==> config.mk <==
export PLATFORM = sky130hd
export DESIGN_NAME = core_top
export DESIGN_NICKNAME = d
export VERILOG_FILES = /design/src/rtl/core_pkg.sv /design/src/rtl/fetch_pc.sv /design/src/rtl/fetch_stage.sv /design/src/rtl/decode_stage.sv /design/src/rtl/execute_stage.sv /design/src/rtl/result_stage.sv /design/src/rtl/core_top.sv
export VERILOG_INCLUDE_DIRS = /design/src /design/src/include
export SDC_FILE = /design/constraint.sdc
export NUM_CORES = 2
export LEC_CHECK = 0
export ABC_AREA = 1
export BUFFER_PORTS_ARGS = -buffer_cell sky130_fd_sc_hd__buf_4
export CAP_MARGIN = 10
export CORE_MARGIN = 8
export CORE_UTILIZATION = 45
export DETAILED_ROUTE_END_ITERATION = 12
export GPL_ROUTABILITY_DRIVEN = 0
export PLACE_DENSITY_LB_ADDON = 0.05
export SYNTH_ARGS = -nofsm -noshare
export SYNTH_HDL_FRONTEND = slang
export SYNTH_HIERARCHICAL = 1
export SYNTH_SLANG_ARGS = --single-unit
==> constraint.sdc <==
create_clock -name i_clk -period 13.1 [get_ports i_clk]
set_input_delay 0.655 -clock i_clk [delete_from_list [all_inputs] [get_ports i_clk]]
set_output_delay 0.655 -clock i_clk [all_outputs]
set_load 0.01 [all_outputs]
==> src/include/core_macros.svh <==
// widths, register count and reset pc of the core
`ifndef CORE_MACROS_SVH
`define CORE_MACROS_SVH

// instruction and pc
`define INST_WD        32
`define PC_WD          32
`define PC_RESET_VAL   32'h8000_0000

// instruction sram port, one 64-bit word holds two instructions
`define SRAM_ADDR_WD   32
`define SRAM_DATA_WD   64

`define REG_NUM        32 // x0 reads as zero

`endif

==> src/rtl/core_pkg.sv <==
// operation codes and inter-stage bus structs
`include "core_macros.svh"

package core_pkg;

  typedef enum logic [2:0] {
    NOP,
    ADD, // ADD and ADDI
    SUB,
    LUI,
    JAL,
    BEQ
  } alu_op_e;

  typedef struct packed {
    logic              stall;  // decode holds an item, fetch waits
    logic              taken;
    logic [`PC_WD-1:0] target;
  } br_bus_t;

  typedef struct packed {
    logic [`INST_WD-1:0] inst;
    logic [`PC_WD-1:0]   pc;
  } fs_to_ds_t;

  typedef struct packed {
    alu_op_e           op;
    logic [`PC_WD-1:0] pc;
    logic [4:0]        rd;
    logic              we;
    logic [31:0]       src1;
    logic [31:0]       src2;
    logic [31:0]       imm;
  } ds_to_es_t;

  typedef struct packed {
    logic [`PC_WD-1:0] pc;
    logic [4:0]        rd;
    logic              we;
    logic [31:0]       result;
  } es_to_rs_t;

  typedef struct packed {
    logic [`PC_WD-1:0] pc;
    logic [4:0]        rd;
    logic              we;
    logic [31:0]       wdata;
  } retire_t;

endpackage

==> src/rtl/fetch_pc.sv <==
// fetch pc register with sequential step, branch redirect and sram address
`timescale 1ns/1ps
`include "core_macros.svh"

module fetch_pc (
  input  logic                     i_clk,
  input  logic                     i_arst_n,
  input  logic                     i_load,
  input  logic                     i_br_taken,
  input  logic [`PC_WD-1:0]        i_br_target,
  output logic [`PC_WD-1:0]        o_pc,
  output logic [`SRAM_ADDR_WD-1:0] o_inst_sram_addr
);

  logic [`PC_WD-1:0] pc;

  always_ff @(posedge i_clk or negedge i_arst_n) begin
    if (!i_arst_n) begin
      pc <= `PC_RESET_VAL;
    end else if (i_load) begin
      if (i_br_taken) begin
        pc <= i_br_target; // redirect wins over the step
      end else begin
        pc <= pc + `PC_WD'd4;
      end
    end
  end

  assign o_pc = pc;

  // 64-bit sram word, low three bits dropped
  assign o_inst_sram_addr = {pc[`PC_WD-1:3], 3'b000};

endmodule

==> src/rtl/fetch_stage.sv <==
// pre-fetch request, fetch stage with save buffer, redirect cancel and word select
`timescale 1ns/1ps
`include "core_macros.svh"

module fetch_stage (
  input  logic                     i_clk,
  input  logic                     i_arst_n,
  input  logic                     i_ds_allowin,
  input  core_pkg::br_bus_t        i_br_bus,
  output logic                     o_fs_to_ds_valid,
  output core_pkg::fs_to_ds_t      o_fs_to_ds_bus,
  output logic                     o_inst_sram_ren,
  output logic [`SRAM_ADDR_WD-1:0] o_inst_sram_addr,
  input  logic [`SRAM_DATA_WD-1:0] i_inst_sram_rdata,
  input  logic                     i_inst_sram_addr_ok,
  input  logic                     i_inst_sram_data_ok
);
  import core_pkg::*;

  logic                fs_start;   // low for the first cycle out of reset
  logic                fs_valid;   // request in flight or word held
  logic                fs_cancel;
  logic                fs_ready_go;
  logic                fs_allowin;
  logic                fs_drop;
  logic                fs_leave;
  logic                req_fire;
  logic [`PC_WD-1:0]   pc;
  logic [`PC_WD-1:0]   req_pc;
  logic                buf_valid;
  logic [`INST_WD-1:0] buf_inst;
  logic [`INST_WD-1:0] sel_inst;

  assign fs_ready_go = i_inst_sram_data_ok || buf_valid;
  assign fs_drop     = fs_cancel || i_br_bus.taken; // wrong-path word
  assign fs_leave    = fs_valid && fs_ready_go && (i_ds_allowin || fs_drop);
  assign fs_allowin  = !fs_valid || fs_leave;

  // no new request in a redirect cycle, the pc is being reloaded
  assign o_inst_sram_ren = fs_start && fs_allowin && !i_br_bus.stall && !i_br_bus.taken;
  assign req_fire        = o_inst_sram_ren && i_inst_sram_addr_ok;

  // pc[2] picks the half of the 64-bit word
  assign sel_inst = req_pc[2] ? i_inst_sram_rdata[`SRAM_DATA_WD-1 -: `INST_WD]
                              : i_inst_sram_rdata[`INST_WD-1:0];

  assign o_fs_to_ds_valid = fs_valid && fs_ready_go && !fs_drop;
  assign o_fs_to_ds_bus   = '{inst: (buf_valid ? buf_inst : sel_inst), pc: req_pc};

  always_ff @(posedge i_clk or negedge i_arst_n) begin
    if (!i_arst_n) begin
      fs_start  <= 1'b0;
      fs_valid  <= 1'b0;
      fs_cancel <= 1'b0;
      buf_valid <= 1'b0;
    end else begin
      fs_start <= 1'b1;
      if (fs_allowin) begin
        fs_valid <= req_fire;
      end
      if (fs_valid && !fs_ready_go && i_br_bus.taken) begin
        fs_cancel <= 1'b1; // response still to come, discard it on arrival
      end else if (i_inst_sram_data_ok) begin
        fs_cancel <= 1'b0;
      end
      if (i_inst_sram_data_ok && !fs_leave) begin
        buf_valid <= 1'b1; // decode busy
      end else if (fs_leave) begin
        buf_valid <= 1'b0;
      end
    end
  end

  always_ff @(posedge i_clk) begin
    if (req_fire) begin
      req_pc <= pc;
    end
    if (i_inst_sram_data_ok && !fs_leave) begin
      buf_inst <= sel_inst;
    end
  end

  fetch_pc u_pc (
    .i_clk            (i_clk),
    .i_arst_n         (i_arst_n),
    .i_load           (req_fire || i_br_bus.taken),
    .i_br_taken       (i_br_bus.taken),
    .i_br_target      (i_br_bus.target),
    .o_pc             (pc),
    .o_inst_sram_addr (o_inst_sram_addr)
  );

  // one request at most, so a response needs an open slot without a saved word
  assert property (@(posedge i_clk) disable iff (!i_arst_n)
    i_inst_sram_data_ok |-> (fs_valid && !buf_valid));

endmodule

==> src/rtl/decode_stage.sv <==
// decode stage with register file, operand bypass, interlock and branch resolve
`timescale 1ns/1ps
`include "core_macros.svh"

module decode_stage (
  input  logic                i_clk,
  input  logic                i_arst_n,
  input  logic                i_fs_to_ds_valid,
  input  core_pkg::fs_to_ds_t i_fs_to_ds_bus,
  output logic                o_ds_allowin,
  output core_pkg::br_bus_t   o_br_bus,
  input  logic                i_es_allowin,
  input  logic [4:0]          i_es_rd,
  input  logic                i_es_wr,
  output logic                o_ds_to_es_valid,
  output core_pkg::ds_to_es_t o_ds_to_es_bus,
  input  logic                i_rf_we,
  input  logic [4:0]          i_rf_waddr,
  input  logic [31:0]         i_rf_wdata
);
  import core_pkg::*;

  logic        ds_valid;
  logic        ds_ready_go;
  fs_to_ds_t   ds_item;
  logic [31:0] rf [`REG_NUM];
  logic [6:0]  opcode;
  logic [2:0]  funct3;
  logic [6:0]  funct7;
  logic [4:0]  rd;
  logic [4:0]  rs1;
  logic [4:0]  rs2;
  logic        is_addi, is_add, is_sub, is_lui, is_beq, is_jal;
  logic        use_rs1, use_rs2, wr_rd, hazard, br_taken;
  logic [31:0] imm;
  logic [31:0] rs1_val;
  logic [31:0] rs2_val;
  alu_op_e     op;

  assign {funct7, rs2, rs1, funct3, rd, opcode} = ds_item.inst;

  assign is_addi = (opcode == 7'b0010011) && (funct3 == 3'b000);
  assign is_add  = (opcode == 7'b0110011) && (funct3 == 3'b000) && (funct7 == 7'b0000000);
  assign is_sub  = (opcode == 7'b0110011) && (funct3 == 3'b000) && (funct7 == 7'b0100000);
  assign is_lui  = (opcode == 7'b0110111);
  assign is_beq  = (opcode == 7'b1100011) && (funct3 == 3'b000);
  assign is_jal  = (opcode == 7'b1101111);

  always_comb begin
    op  = NOP; // unknown encodings retire as no-ops
    imm = '0;
    if (is_addi) begin
      op  = ADD;
      imm = {{20{ds_item.inst[31]}}, ds_item.inst[31:20]};
    end else if (is_add) begin
      op = ADD;
    end else if (is_sub) begin
      op = SUB;
    end else if (is_lui) begin
      op  = LUI;
      imm = {ds_item.inst[31:12], 12'b0};
    end else if (is_beq) begin
      op  = BEQ;
      imm = {{20{ds_item.inst[31]}}, ds_item.inst[7], ds_item.inst[30:25],
             ds_item.inst[11:8], 1'b0};
    end else if (is_jal) begin
      op  = JAL;
      imm = {{12{ds_item.inst[31]}}, ds_item.inst[19:12], ds_item.inst[20],
             ds_item.inst[30:21], 1'b0};
    end
  end

  assign use_rs1 = is_addi || is_add || is_sub || is_beq;
  assign use_rs2 = is_add || is_sub || is_beq;
  assign wr_rd   = (is_addi || is_add || is_sub || is_lui || is_jal) && (rd != 5'd0);

  // result stage write seen in the same cycle
  assign rs1_val = (rs1 == 5'd0) ? '0 :
                   (i_rf_we && i_rf_waddr == rs1) ? i_rf_wdata : rf[rs1];
  assign rs2_val = (rs2 == 5'd0) ? '0 :
                   (i_rf_we && i_rf_waddr == rs2) ? i_rf_wdata : rf[rs2];

  // execute has no forwarding path
  assign hazard = i_es_wr && ((use_rs1 && rs1 == i_es_rd) || (use_rs2 && rs2 == i_es_rd));

  assign ds_ready_go      = !hazard;
  assign o_ds_allowin     = !ds_valid || (ds_ready_go && i_es_allowin);
  assign o_ds_to_es_valid = ds_valid && ds_ready_go;

  assign br_taken = o_ds_to_es_valid && i_es_allowin && (is_jal || (is_beq && rs1_val == rs2_val));
  assign o_br_bus = '{stall: (ds_valid && !ds_ready_go), taken: br_taken,
                      target: ds_item.pc + imm};

  // ADDI carries its immediate as the second operand
  assign o_ds_to_es_bus = '{op: op, pc: ds_item.pc, rd: rd, we: wr_rd, src1: rs1_val,
                            src2: (is_addi ? imm : rs2_val), imm: imm};

  always_ff @(posedge i_clk or negedge i_arst_n) begin
    if (!i_arst_n) begin
      ds_valid <= 1'b0;
    end else if (o_ds_allowin) begin
      ds_valid <= i_fs_to_ds_valid;
    end
  end

  always_ff @(posedge i_clk) begin
    if (i_fs_to_ds_valid && o_ds_allowin) begin
      ds_item <= i_fs_to_ds_bus;
    end
    if (i_rf_we) begin
      rf[i_rf_waddr] <= i_rf_wdata;
    end
  end

  // the writer in execute has left by the next cycle
  assert property (@(posedge i_clk) disable iff (!i_arst_n)
    (ds_valid && !ds_ready_go) |=> ds_ready_go);

  assert property (@(posedge i_clk) disable iff (!i_arst_n) i_rf_we |-> (i_rf_waddr != 5'd0));

endmodule

==> src/rtl/execute_stage.sv <==
// execute stage register and alu
`timescale 1ns/1ps
`include "core_macros.svh"

module execute_stage (
  input  logic                i_clk,
  input  logic                i_arst_n,
  input  logic                i_ds_to_es_valid,
  input  core_pkg::ds_to_es_t i_ds_to_es_bus,
  output logic                o_es_allowin,
  output logic [4:0]          o_es_rd,
  output logic                o_es_wr,
  input  logic                i_rs_allowin,
  output logic                o_es_to_rs_valid,
  output core_pkg::es_to_rs_t o_es_to_rs_bus
);
  import core_pkg::*;

  logic        es_valid;
  ds_to_es_t   es_item;
  logic [31:0] result;

  assign o_es_allowin = !es_valid || i_rs_allowin; // single-cycle stage

  always_ff @(posedge i_clk or negedge i_arst_n) begin
    if (!i_arst_n) begin
      es_valid <= 1'b0;
    end else if (o_es_allowin) begin
      es_valid <= i_ds_to_es_valid;
    end
  end

  always_ff @(posedge i_clk) begin
    if (i_ds_to_es_valid && o_es_allowin) begin
      es_item <= i_ds_to_es_bus;
    end
  end

  always_comb begin
    case (es_item.op)
      ADD:     result = es_item.src1 + es_item.src2;
      SUB:     result = es_item.src1 - es_item.src2;
      LUI:     result = es_item.imm;
      JAL:     result = es_item.pc + `PC_WD'd4; // link address
      default: result = '0; // BEQ and NOP write nothing
    endcase
  end

  // pending write target for the decode interlock
  assign o_es_rd = es_item.rd;
  assign o_es_wr = es_valid && es_item.we;

  assign o_es_to_rs_valid = es_valid;
  assign o_es_to_rs_bus   = '{pc: es_item.pc, rd: es_item.rd, we: es_item.we, result: result};

endmodule

==> src/rtl/result_stage.sv <==
// result stage register, register file write and retire report
`timescale 1ns/1ps

module result_stage (
  input  logic                i_clk,
  input  logic                i_arst_n,
  input  logic                i_es_to_rs_valid,
  input  core_pkg::es_to_rs_t i_es_to_rs_bus,
  output logic                o_rs_allowin,
  output logic                o_rf_we,
  output logic [4:0]          o_rf_waddr,
  output logic [31:0]         o_rf_wdata,
  output logic                o_retire_valid,
  output core_pkg::retire_t   o_retire
);
  import core_pkg::*;

  logic      rs_valid;
  es_to_rs_t rs_item;

  assign o_rs_allowin = 1'b1; // retire is never back-pressured

  always_ff @(posedge i_clk or negedge i_arst_n) begin
    if (!i_arst_n) begin
      rs_valid <= 1'b0;
    end else begin
      rs_valid <= i_es_to_rs_valid;
    end
  end

  always_ff @(posedge i_clk) begin
    if (i_es_to_rs_valid) begin
      rs_item <= i_es_to_rs_bus;
    end
  end

  assign o_rf_we    = rs_valid && rs_item.we;
  assign o_rf_waddr = rs_item.rd;
  assign o_rf_wdata = rs_item.result;

  assign o_retire_valid = rs_valid; // one cycle per item
  assign o_retire       = '{pc: rs_item.pc, rd: rs_item.rd, we: rs_item.we, wdata: rs_item.result};

  assert property (@(posedge i_clk) disable iff (!i_arst_n) o_rf_we |-> (o_rf_waddr != 5'd0));

endmodule

==> src/rtl/core_top.sv <==
// core top level: fetch, decode, execute and result stages
`timescale 1ns/1ps
`include "core_macros.svh"

module core_top (
  input  logic                     i_clk,
  input  logic                     i_arst_n,
  output logic                     o_inst_sram_ren,
  output logic [`SRAM_ADDR_WD-1:0] o_inst_sram_addr,
  input  logic [`SRAM_DATA_WD-1:0] i_inst_sram_rdata,
  input  logic                     i_inst_sram_addr_ok,
  input  logic                     i_inst_sram_data_ok,
  output logic                     o_retire_valid,
  output core_pkg::retire_t        o_retire
);
  import core_pkg::*;

  logic        fs_to_ds_valid, ds_allowin, ds_to_es_valid, es_allowin;
  logic        es_to_rs_valid, rs_allowin, es_wr, rf_we;
  logic [4:0]  es_rd, rf_waddr;
  logic [31:0] rf_wdata;
  fs_to_ds_t   fs_to_ds_bus;
  ds_to_es_t   ds_to_es_bus;
  es_to_rs_t   es_to_rs_bus;
  br_bus_t     br_bus;

  fetch_stage u_fs (
    .i_clk (i_clk), .i_arst_n (i_arst_n), .i_ds_allowin (ds_allowin), .i_br_bus (br_bus),
    .o_fs_to_ds_valid (fs_to_ds_valid), .o_fs_to_ds_bus (fs_to_ds_bus),
    .o_inst_sram_ren (o_inst_sram_ren), .o_inst_sram_addr (o_inst_sram_addr),
    .i_inst_sram_rdata (i_inst_sram_rdata), .i_inst_sram_addr_ok (i_inst_sram_addr_ok),
    .i_inst_sram_data_ok (i_inst_sram_data_ok)
  );

  decode_stage u_ds (
    .i_clk (i_clk), .i_arst_n (i_arst_n),
    .i_fs_to_ds_valid (fs_to_ds_valid), .i_fs_to_ds_bus (fs_to_ds_bus),
    .o_ds_allowin (ds_allowin), .o_br_bus (br_bus), .i_es_allowin (es_allowin),
    .i_es_rd (es_rd), .i_es_wr (es_wr),
    .o_ds_to_es_valid (ds_to_es_valid), .o_ds_to_es_bus (ds_to_es_bus),
    .i_rf_we (rf_we), .i_rf_waddr (rf_waddr), .i_rf_wdata (rf_wdata)
  );

  execute_stage u_es (
    .i_clk (i_clk), .i_arst_n (i_arst_n),
    .i_ds_to_es_valid (ds_to_es_valid), .i_ds_to_es_bus (ds_to_es_bus),
    .o_es_allowin (es_allowin), .o_es_rd (es_rd), .o_es_wr (es_wr),
    .i_rs_allowin (rs_allowin),
    .o_es_to_rs_valid (es_to_rs_valid), .o_es_to_rs_bus (es_to_rs_bus)
  );

  result_stage u_rs (
    .i_clk (i_clk), .i_arst_n (i_arst_n),
    .i_es_to_rs_valid (es_to_rs_valid), .i_es_to_rs_bus (es_to_rs_bus),
    .o_rs_allowin (rs_allowin),
    .o_rf_we (rf_we), .o_rf_waddr (rf_waddr), .o_rf_wdata (rf_wdata),
    .o_retire_valid (o_retire_valid), .o_retire (o_retire)
  );

endmodule

Yosys cells after proc, flatten, opt, wreduce, memory -nomap -nowiden
Memories as Yosys holds them, arrays and structs flattened. A register that Yosys moved wholly into a read port is not among the register bits. Cells that the tools add are included.

$add $sub $neg: 5. Equal/unequal tests: 15. Mux-type cells: 27. Reductions and logical operators: 60.

Operators by type and width (number): 32-bit two-way mux (14); 32-bit case mux with 4 select lines (1); 32-bit by 3-bit adder with 32-bit output (second input constant) (2); 32-bit adder (2); 32-bit equality test (1); 32-bit subtractor (1); 1-bit logical AND (28); 7-bit by 6-bit equality test with 1-bit output (second input constant) (3); 5-bit equality test (4); 1-bit logical OR (15); 7-bit equality test (second input constant) (2); 5-bit zero test (2); 5-bit two-way mux (2); 1-bit zero test (8); 7-bit by 5-bit equality test with 1-bit output (second input constant) (1); 7-bit zero test (1); 3-bit by 2-bit equality test with 1-bit output (second input constant) (2); 1-bit two-way mux (6); 3-bit two-way mux (2); 5-bit nonzero test (1); 2-bit two-way mux (2); 2-bit nonzero test (2); 4-bit OR reduction (1); 3-bit by 1-bit equality test with 1-bit output (second input constant) (1); other kinds (3) (3).

Register bits: 374. RAM bits: 1024. Bits of input ports: 68. Output and inout port bits: 104. Logic and storage cells: 132. Memories: 1.

Memory list: u_ds.rf (words 32, bits a word 32, rd ports 2, clocked after memory_dff 2, wr ports 1, line decode_stage.sv:26) `` logic [31:0] rf [`REG_NUM]; ``.

Logic depth before layout (Yosys ltp)
Depth in word-level cells: 21. Gate-level depth with buffers: 37. Mapped depth without buffers: 33.

Modules after synthesis
Netlist, hierarchy kept.

Modules (own cells, without submodules): decode_stage (instances 1, cells an instance 6718, area each 59956.3 µm², seq. area each 32896.6 µm²); execute_stage (instances 1, cells an instance 1188, area each 9350.2 µm², seq. area each 4139.0 µm²); fetch_stage (instances 1, cells an instance 300, area each 3144.3 µm², seq. area each 2021.9 µm²); fetch_pc (instances 1, cells an instance 399, area each 2516.2 µm², seq. area each 802.0 µm²); result_stage (instances 1, cells an instance 112, area each 2423.6 µm², seq. area each 2127.0 µm²).

Worst setup path before layout
No wires, ideal clock.

Path type: register -> register. Start: register u_es.es_valid, in the netlist u_es/o_es_to_rs_valid. End: register u_es/es_item[0] in the netlist's numbering, enable pin. Library setup time: 0.679 ns. Data arrival time: 8.473 ns. Required time: 12.421 ns. Slack: 3.948 ns. Cell stages (with the launch flop): 7. Buffers on the path: 0. Clock period less this slack: 9.152 ns. Cell sequence: dfrtp_1 > nand2_1 > inv_1 > a21boi_0 > a21oi_1 > inv_1 > a21oi_1.

Cells in the longest elaborated chain, start to end: 4.

Ends and longest elaborated chain: from (decl) (line execute_stage.sv:19) `logic es_valid;`; from (signal assigned) (line execute_stage.sv:29) `es_valid <= i_ds_to_es_valid;`; 1-bit logical AND (line execute_stage.sv:51) `assign o_es_wr = es_valid && es_item.we;`; net es_wr (line core_top.sv:19) `logic es_to_rs_valid, rs_allowin, es_wr, rf_we;`; 1-bit logical AND (line decode_stage.sv:84) `assign hazard = i_es_wr && ((use_rs1 && rs1 == i_es_rd) || (use_rs2 && rs2 == i_es_rd));`; 1-bit zero test (line decode_stage.sv:86) `assign ds_ready_go = !hazard;`; 1-bit logical AND (line decode_stage.sv:88) `assign o_ds_to_es_valid = ds_valid && ds_ready_go;`; net ds_to_es_valid (line core_top.sv:18) `logic fs_to_ds_valid, ds_allowin, ds_to_es_valid, es_allowin;`; to (signal assigned) (line execute_stage.sv:35) `es_item <= i_ds_to_es_bus;`; to (decl) (line execute_stage.sv:20) `ds_to_es_t es_item;`.

The timed path passes the listed nets, and every way through them passes these cells. A chain may end at the register's enable or synchronous reset.

==> results by group <==
Outcome
  – Status: complete, no violations

Die
  – Starting Density: 45.21%
  – Die Y: 430.7 um
  – Die W: 430.7 um
  – Total core area: 171,200 um^2
  – Top Ports: 172
  – # rows: 152
  – Die ar.: 185,500 um^2

Job
  – Max Cap Viol: 0

Global route
  – Most used routing layer: met2
  – Met2 Resource Use GR: 45.89%
  – M1 GR Usage: 40.27%
  – Initial antenna violation count: 4
  – GR Util met3: 5.302%
  – First-pass GRT wire length: 408,300 um
  – GRT overflow: 0
  – Vias in the first global route: 60,030
  – Largest net degree at the start of global routing: 207
  – All-layer global routing usage: 29.48%

Pwr
  – Total power: 22.10 mW
  – Maximum VDD drop: 0.0002056 V
  – Leak: 34.06 nW
  – PwrDens: 262.5 nW/um^2

Detailed routing
  – Via density: 5.845
  – Antenna-violating nets left: 0
  – Drt drc: 0
  – 1st-iter DRT viols: 8,061
  – Wirelength, routed: 283,500 um
  – Routed vias: 63,660
  – TritonRoute pass-1 iters: 8
  – WL/cell: 26.03 um

STA
  – RSZ-0062 raised after global routing: false
  – Achievable frequency: 122.3 MHz
  – Worst-Margin Slew: 1.274 ns
  – Slew Viols, Final: 0
  – Tcrit/Tclk final: 62.41%
  – Relative slew margins: 14.84%
  – Max Clock Skew: 0.03121 ns
  – Minimum clock period: 8.176 ns
  – Final setup fails: 0
  – Final TNS setup: 0 ns
  – Final Hold Fails: 0

Setup path
  – Most frequent CP cell: nand2_1
  – Worst Path Max Fanout: 125
  – Worst Setup Start Kind: flip-flop
  – Slowest stage cell, crit path: dfxtp_4
  – Critical Path End Type: flip-flop
  – Worst EP required: 13.84 ns
  – Arr. time, crit path: 8.92 ns
  – Setup CP Type: flip-flop to flip-flop
  – CP max stage delay: 0.79 ns

Logic synthesis
  – Synthesized instance count: 8,717
  – Synth top area share: 52.73%
  – Area leader, netlist: edfxtp_1
  – Syn avg cell area: 8.878 um^2
  – Ys flop type: edfxtp_1
  – Synth top area cells: edfxtp_1 (53%), nand2_1 (11%), nand3_1 (9.3%)
  – EDFF count, synth: 1,359
  – Count leader, synth: nand2_1
  – Yosys reg bits: 1,408
  – Most frequent cells after synthesis: nand2_1 (2,297), nand3_1 (1,436), edfxtp_1 (1,359)
  – Cell Area, Synth: 77,390 um^2
  – Seq/Total Area, Yosys: 54.25%
  – Number of distinct library cells after synthesis: 67
  – Synth warnings: 6
  – FFs w/ async S/R, synth: 2.770%

Cells and area
  – Share of cells above drive strength 1: 8.975%
  – Area Overhead vs Synth: 8.805%
  – Non-Filler Cell Area, Final: 84,200 um^2
  – Fin nets: 8,659
  – Fillers: 15,860

Placement
  – IO Port Bufs: 168
  – HPWL reported at the end of detailed placement: 162,200 um
  – Placed inst area: 79,000 um^2

Clocking
  – Inserted Clock Buffers: 161
  – CTS clk-pin slew, worst paths: 0.06 ns
  – Clock sinks: 1,408
  – Clock latency at the later pin of the worst-skew pair: 0.82 ns
  – # H-tree levels: 4
  – Post-CTS Setup Inserts: 0
  – CTS tree: built
  – Clk buf depth: 3
  – Root Buffer: clkbuf_16

Hold path
  – HP Class: input port to flip-flop
  – Worst Min Path Start: i_inst_sram_data_ok
## layout by cell type (no fill, tap or decap), types with 16 or more instances in the layout
| master | synthesis | final |
|---|---|---|
| nand2_1 | 2297 | 2297 |
| nand3_1 | 1436 | 1434 |
| edfxtp_1 | 1359 | 1359 |
| inv_1 | 1024 | 1021 |
| o211ai_1 | 540 | 540 |
| nor2_1 | 427 | 392 |
| buf_4 | 190 | 288 |
| o21ai_0 | 208 | 208 |
| a21oi_1 | 194 | 193 |
| clkbuf_16 | 0 | 164 |
| ha_1 | 65 | 65 |
| or2_2 | 63 | 63 |
| xor2_1 | 50 | 50 |
| nor2_4 | 10 | 43 |
| or2_1 | 41 | 41 |
| dfrtp_1 | 38 | 37 |
| clkinv_2 | 0 | 36 |
| o21ai_2 | 35 | 35 |
| clkinv_1 | 4 | 34 |
| clkbuf_1 | 139 | 30 |
| nor3_1 | 23 | 23 |
| nand2_2 | 23 | 23 |
| nand4_1 | 21 | 21 |
| inv_2 | 19 | 16 |
## worst paths after layout
path	to	slack, ns	cells after the start
worst max-delay path	u_fs/u_pc/o_pc[4]	4.92	31
worst max register to register	u_fs/u_pc/o_pc[4]	4.92	31
worst min-delay path	u_fs/fs_cancel	0.10	2
min in group asynchronous	u_fs/u_pc/o_pc[24]	0.38	2
worst min register to register	u_ds/o_ds_to_es_bus[118]	0.42	0
max in group asynchronous	u_es/o_es_to_rs_valid	12.28	2
## kinds of logic (layout without fill, tap and decap cells)
group	count (synthesis)	after routing	synth area share (%)
AOI/OAI and AO/OA	1071	1071	9.156
xor gates and xnor gates	64	64	0.7243
adders and majority gates	67	67	1.103
buffers and inverters	1705	1643	10.16
DFF	1408	1408	54.25
other	3	7	0.01455
and+or+nand+nor	4399	4399	24.59
## power breakdown
part / switching [mW] / internal, mW / total, mW
Clock: 1.90 / 2.60 / 4.51
Combinational: 7.61 / 2.89 / 10.5
Sequential: 0.784 / 6.31 / 7.09
Total: 10.3 / 11.8 / 22.1
## worst max-delay path: cells and delay by family (launching register included)
kind / cells / cell delay [ns]
simple gates: 22 / 3.99
buf+inv: 6 / 2.63
flops: 1 / 0.79
compound gates: 3 / 0.44
## stage by stage
step | std cells | setup slack (ns) | utilization [%] | hold slack, ns
detailed placement | 10590 | 5.231 | 46.15 | 0.4045
finish | 10890 | 4.924 | 49.20 | 0.1012
floorplan | 8719 | 3.948 | - | 0.3594
global placement | 10590 | 5.159 | 46.15 | 0.4014
CTS | 10890 | 5.215 | 49.19 | 0.04103
global route | 10890 | 4.516 | 49.19 | 0.06773
## registers in the layout, summed over array words and instances, names as in the netlist, 27 cells and up, named ones only
name,flops
u_ds/o_ds_to_es_bus,37
u_fs/u_pc/o_pc,32
u_ds/ds_item,27
u_es/o_es_to_rs_bus,33
u_rs/o_retire,33
u_fs/buf_inst,32
u_es/es_item,99
u_ds/rf,1024
u_fs/req_pc,32
u_rs/o_rf_wdata,32
## metal layers
metal,up-vias,routed length (um)
met3,693,25740
met5,-,0
met1,30640,117900
met4,0,14130
li1,29030,-
met2,3291,125700
## timing repair
action                    4_1_cts  5_1_grt
hold endpoints to repair       38        0
hold buffers                    1        0
gates resized for setup         0        0
## layout make-up
| class | instances | area, um^2 | share of cell area, % |
|---|---|---|---|
| timing repair buffer | 299 | 2372 | 2.817 |
| sequential | 1408 | 42030 | 49.91 |
| antenna | 2 | 5.005 | 0.005944 |
| clock inverter | 100 | 945.9 | 1.123 |
| tap | 2233 | 2794 | 3.318 |
| multi-input combinational | 5606 | 27850 | 33.07 |
| clock buffer | 196 | 4244 | 5.040 |
| inverter | 1048 | 3966 | 4.710 |
(Power assumes the default switching activity.)
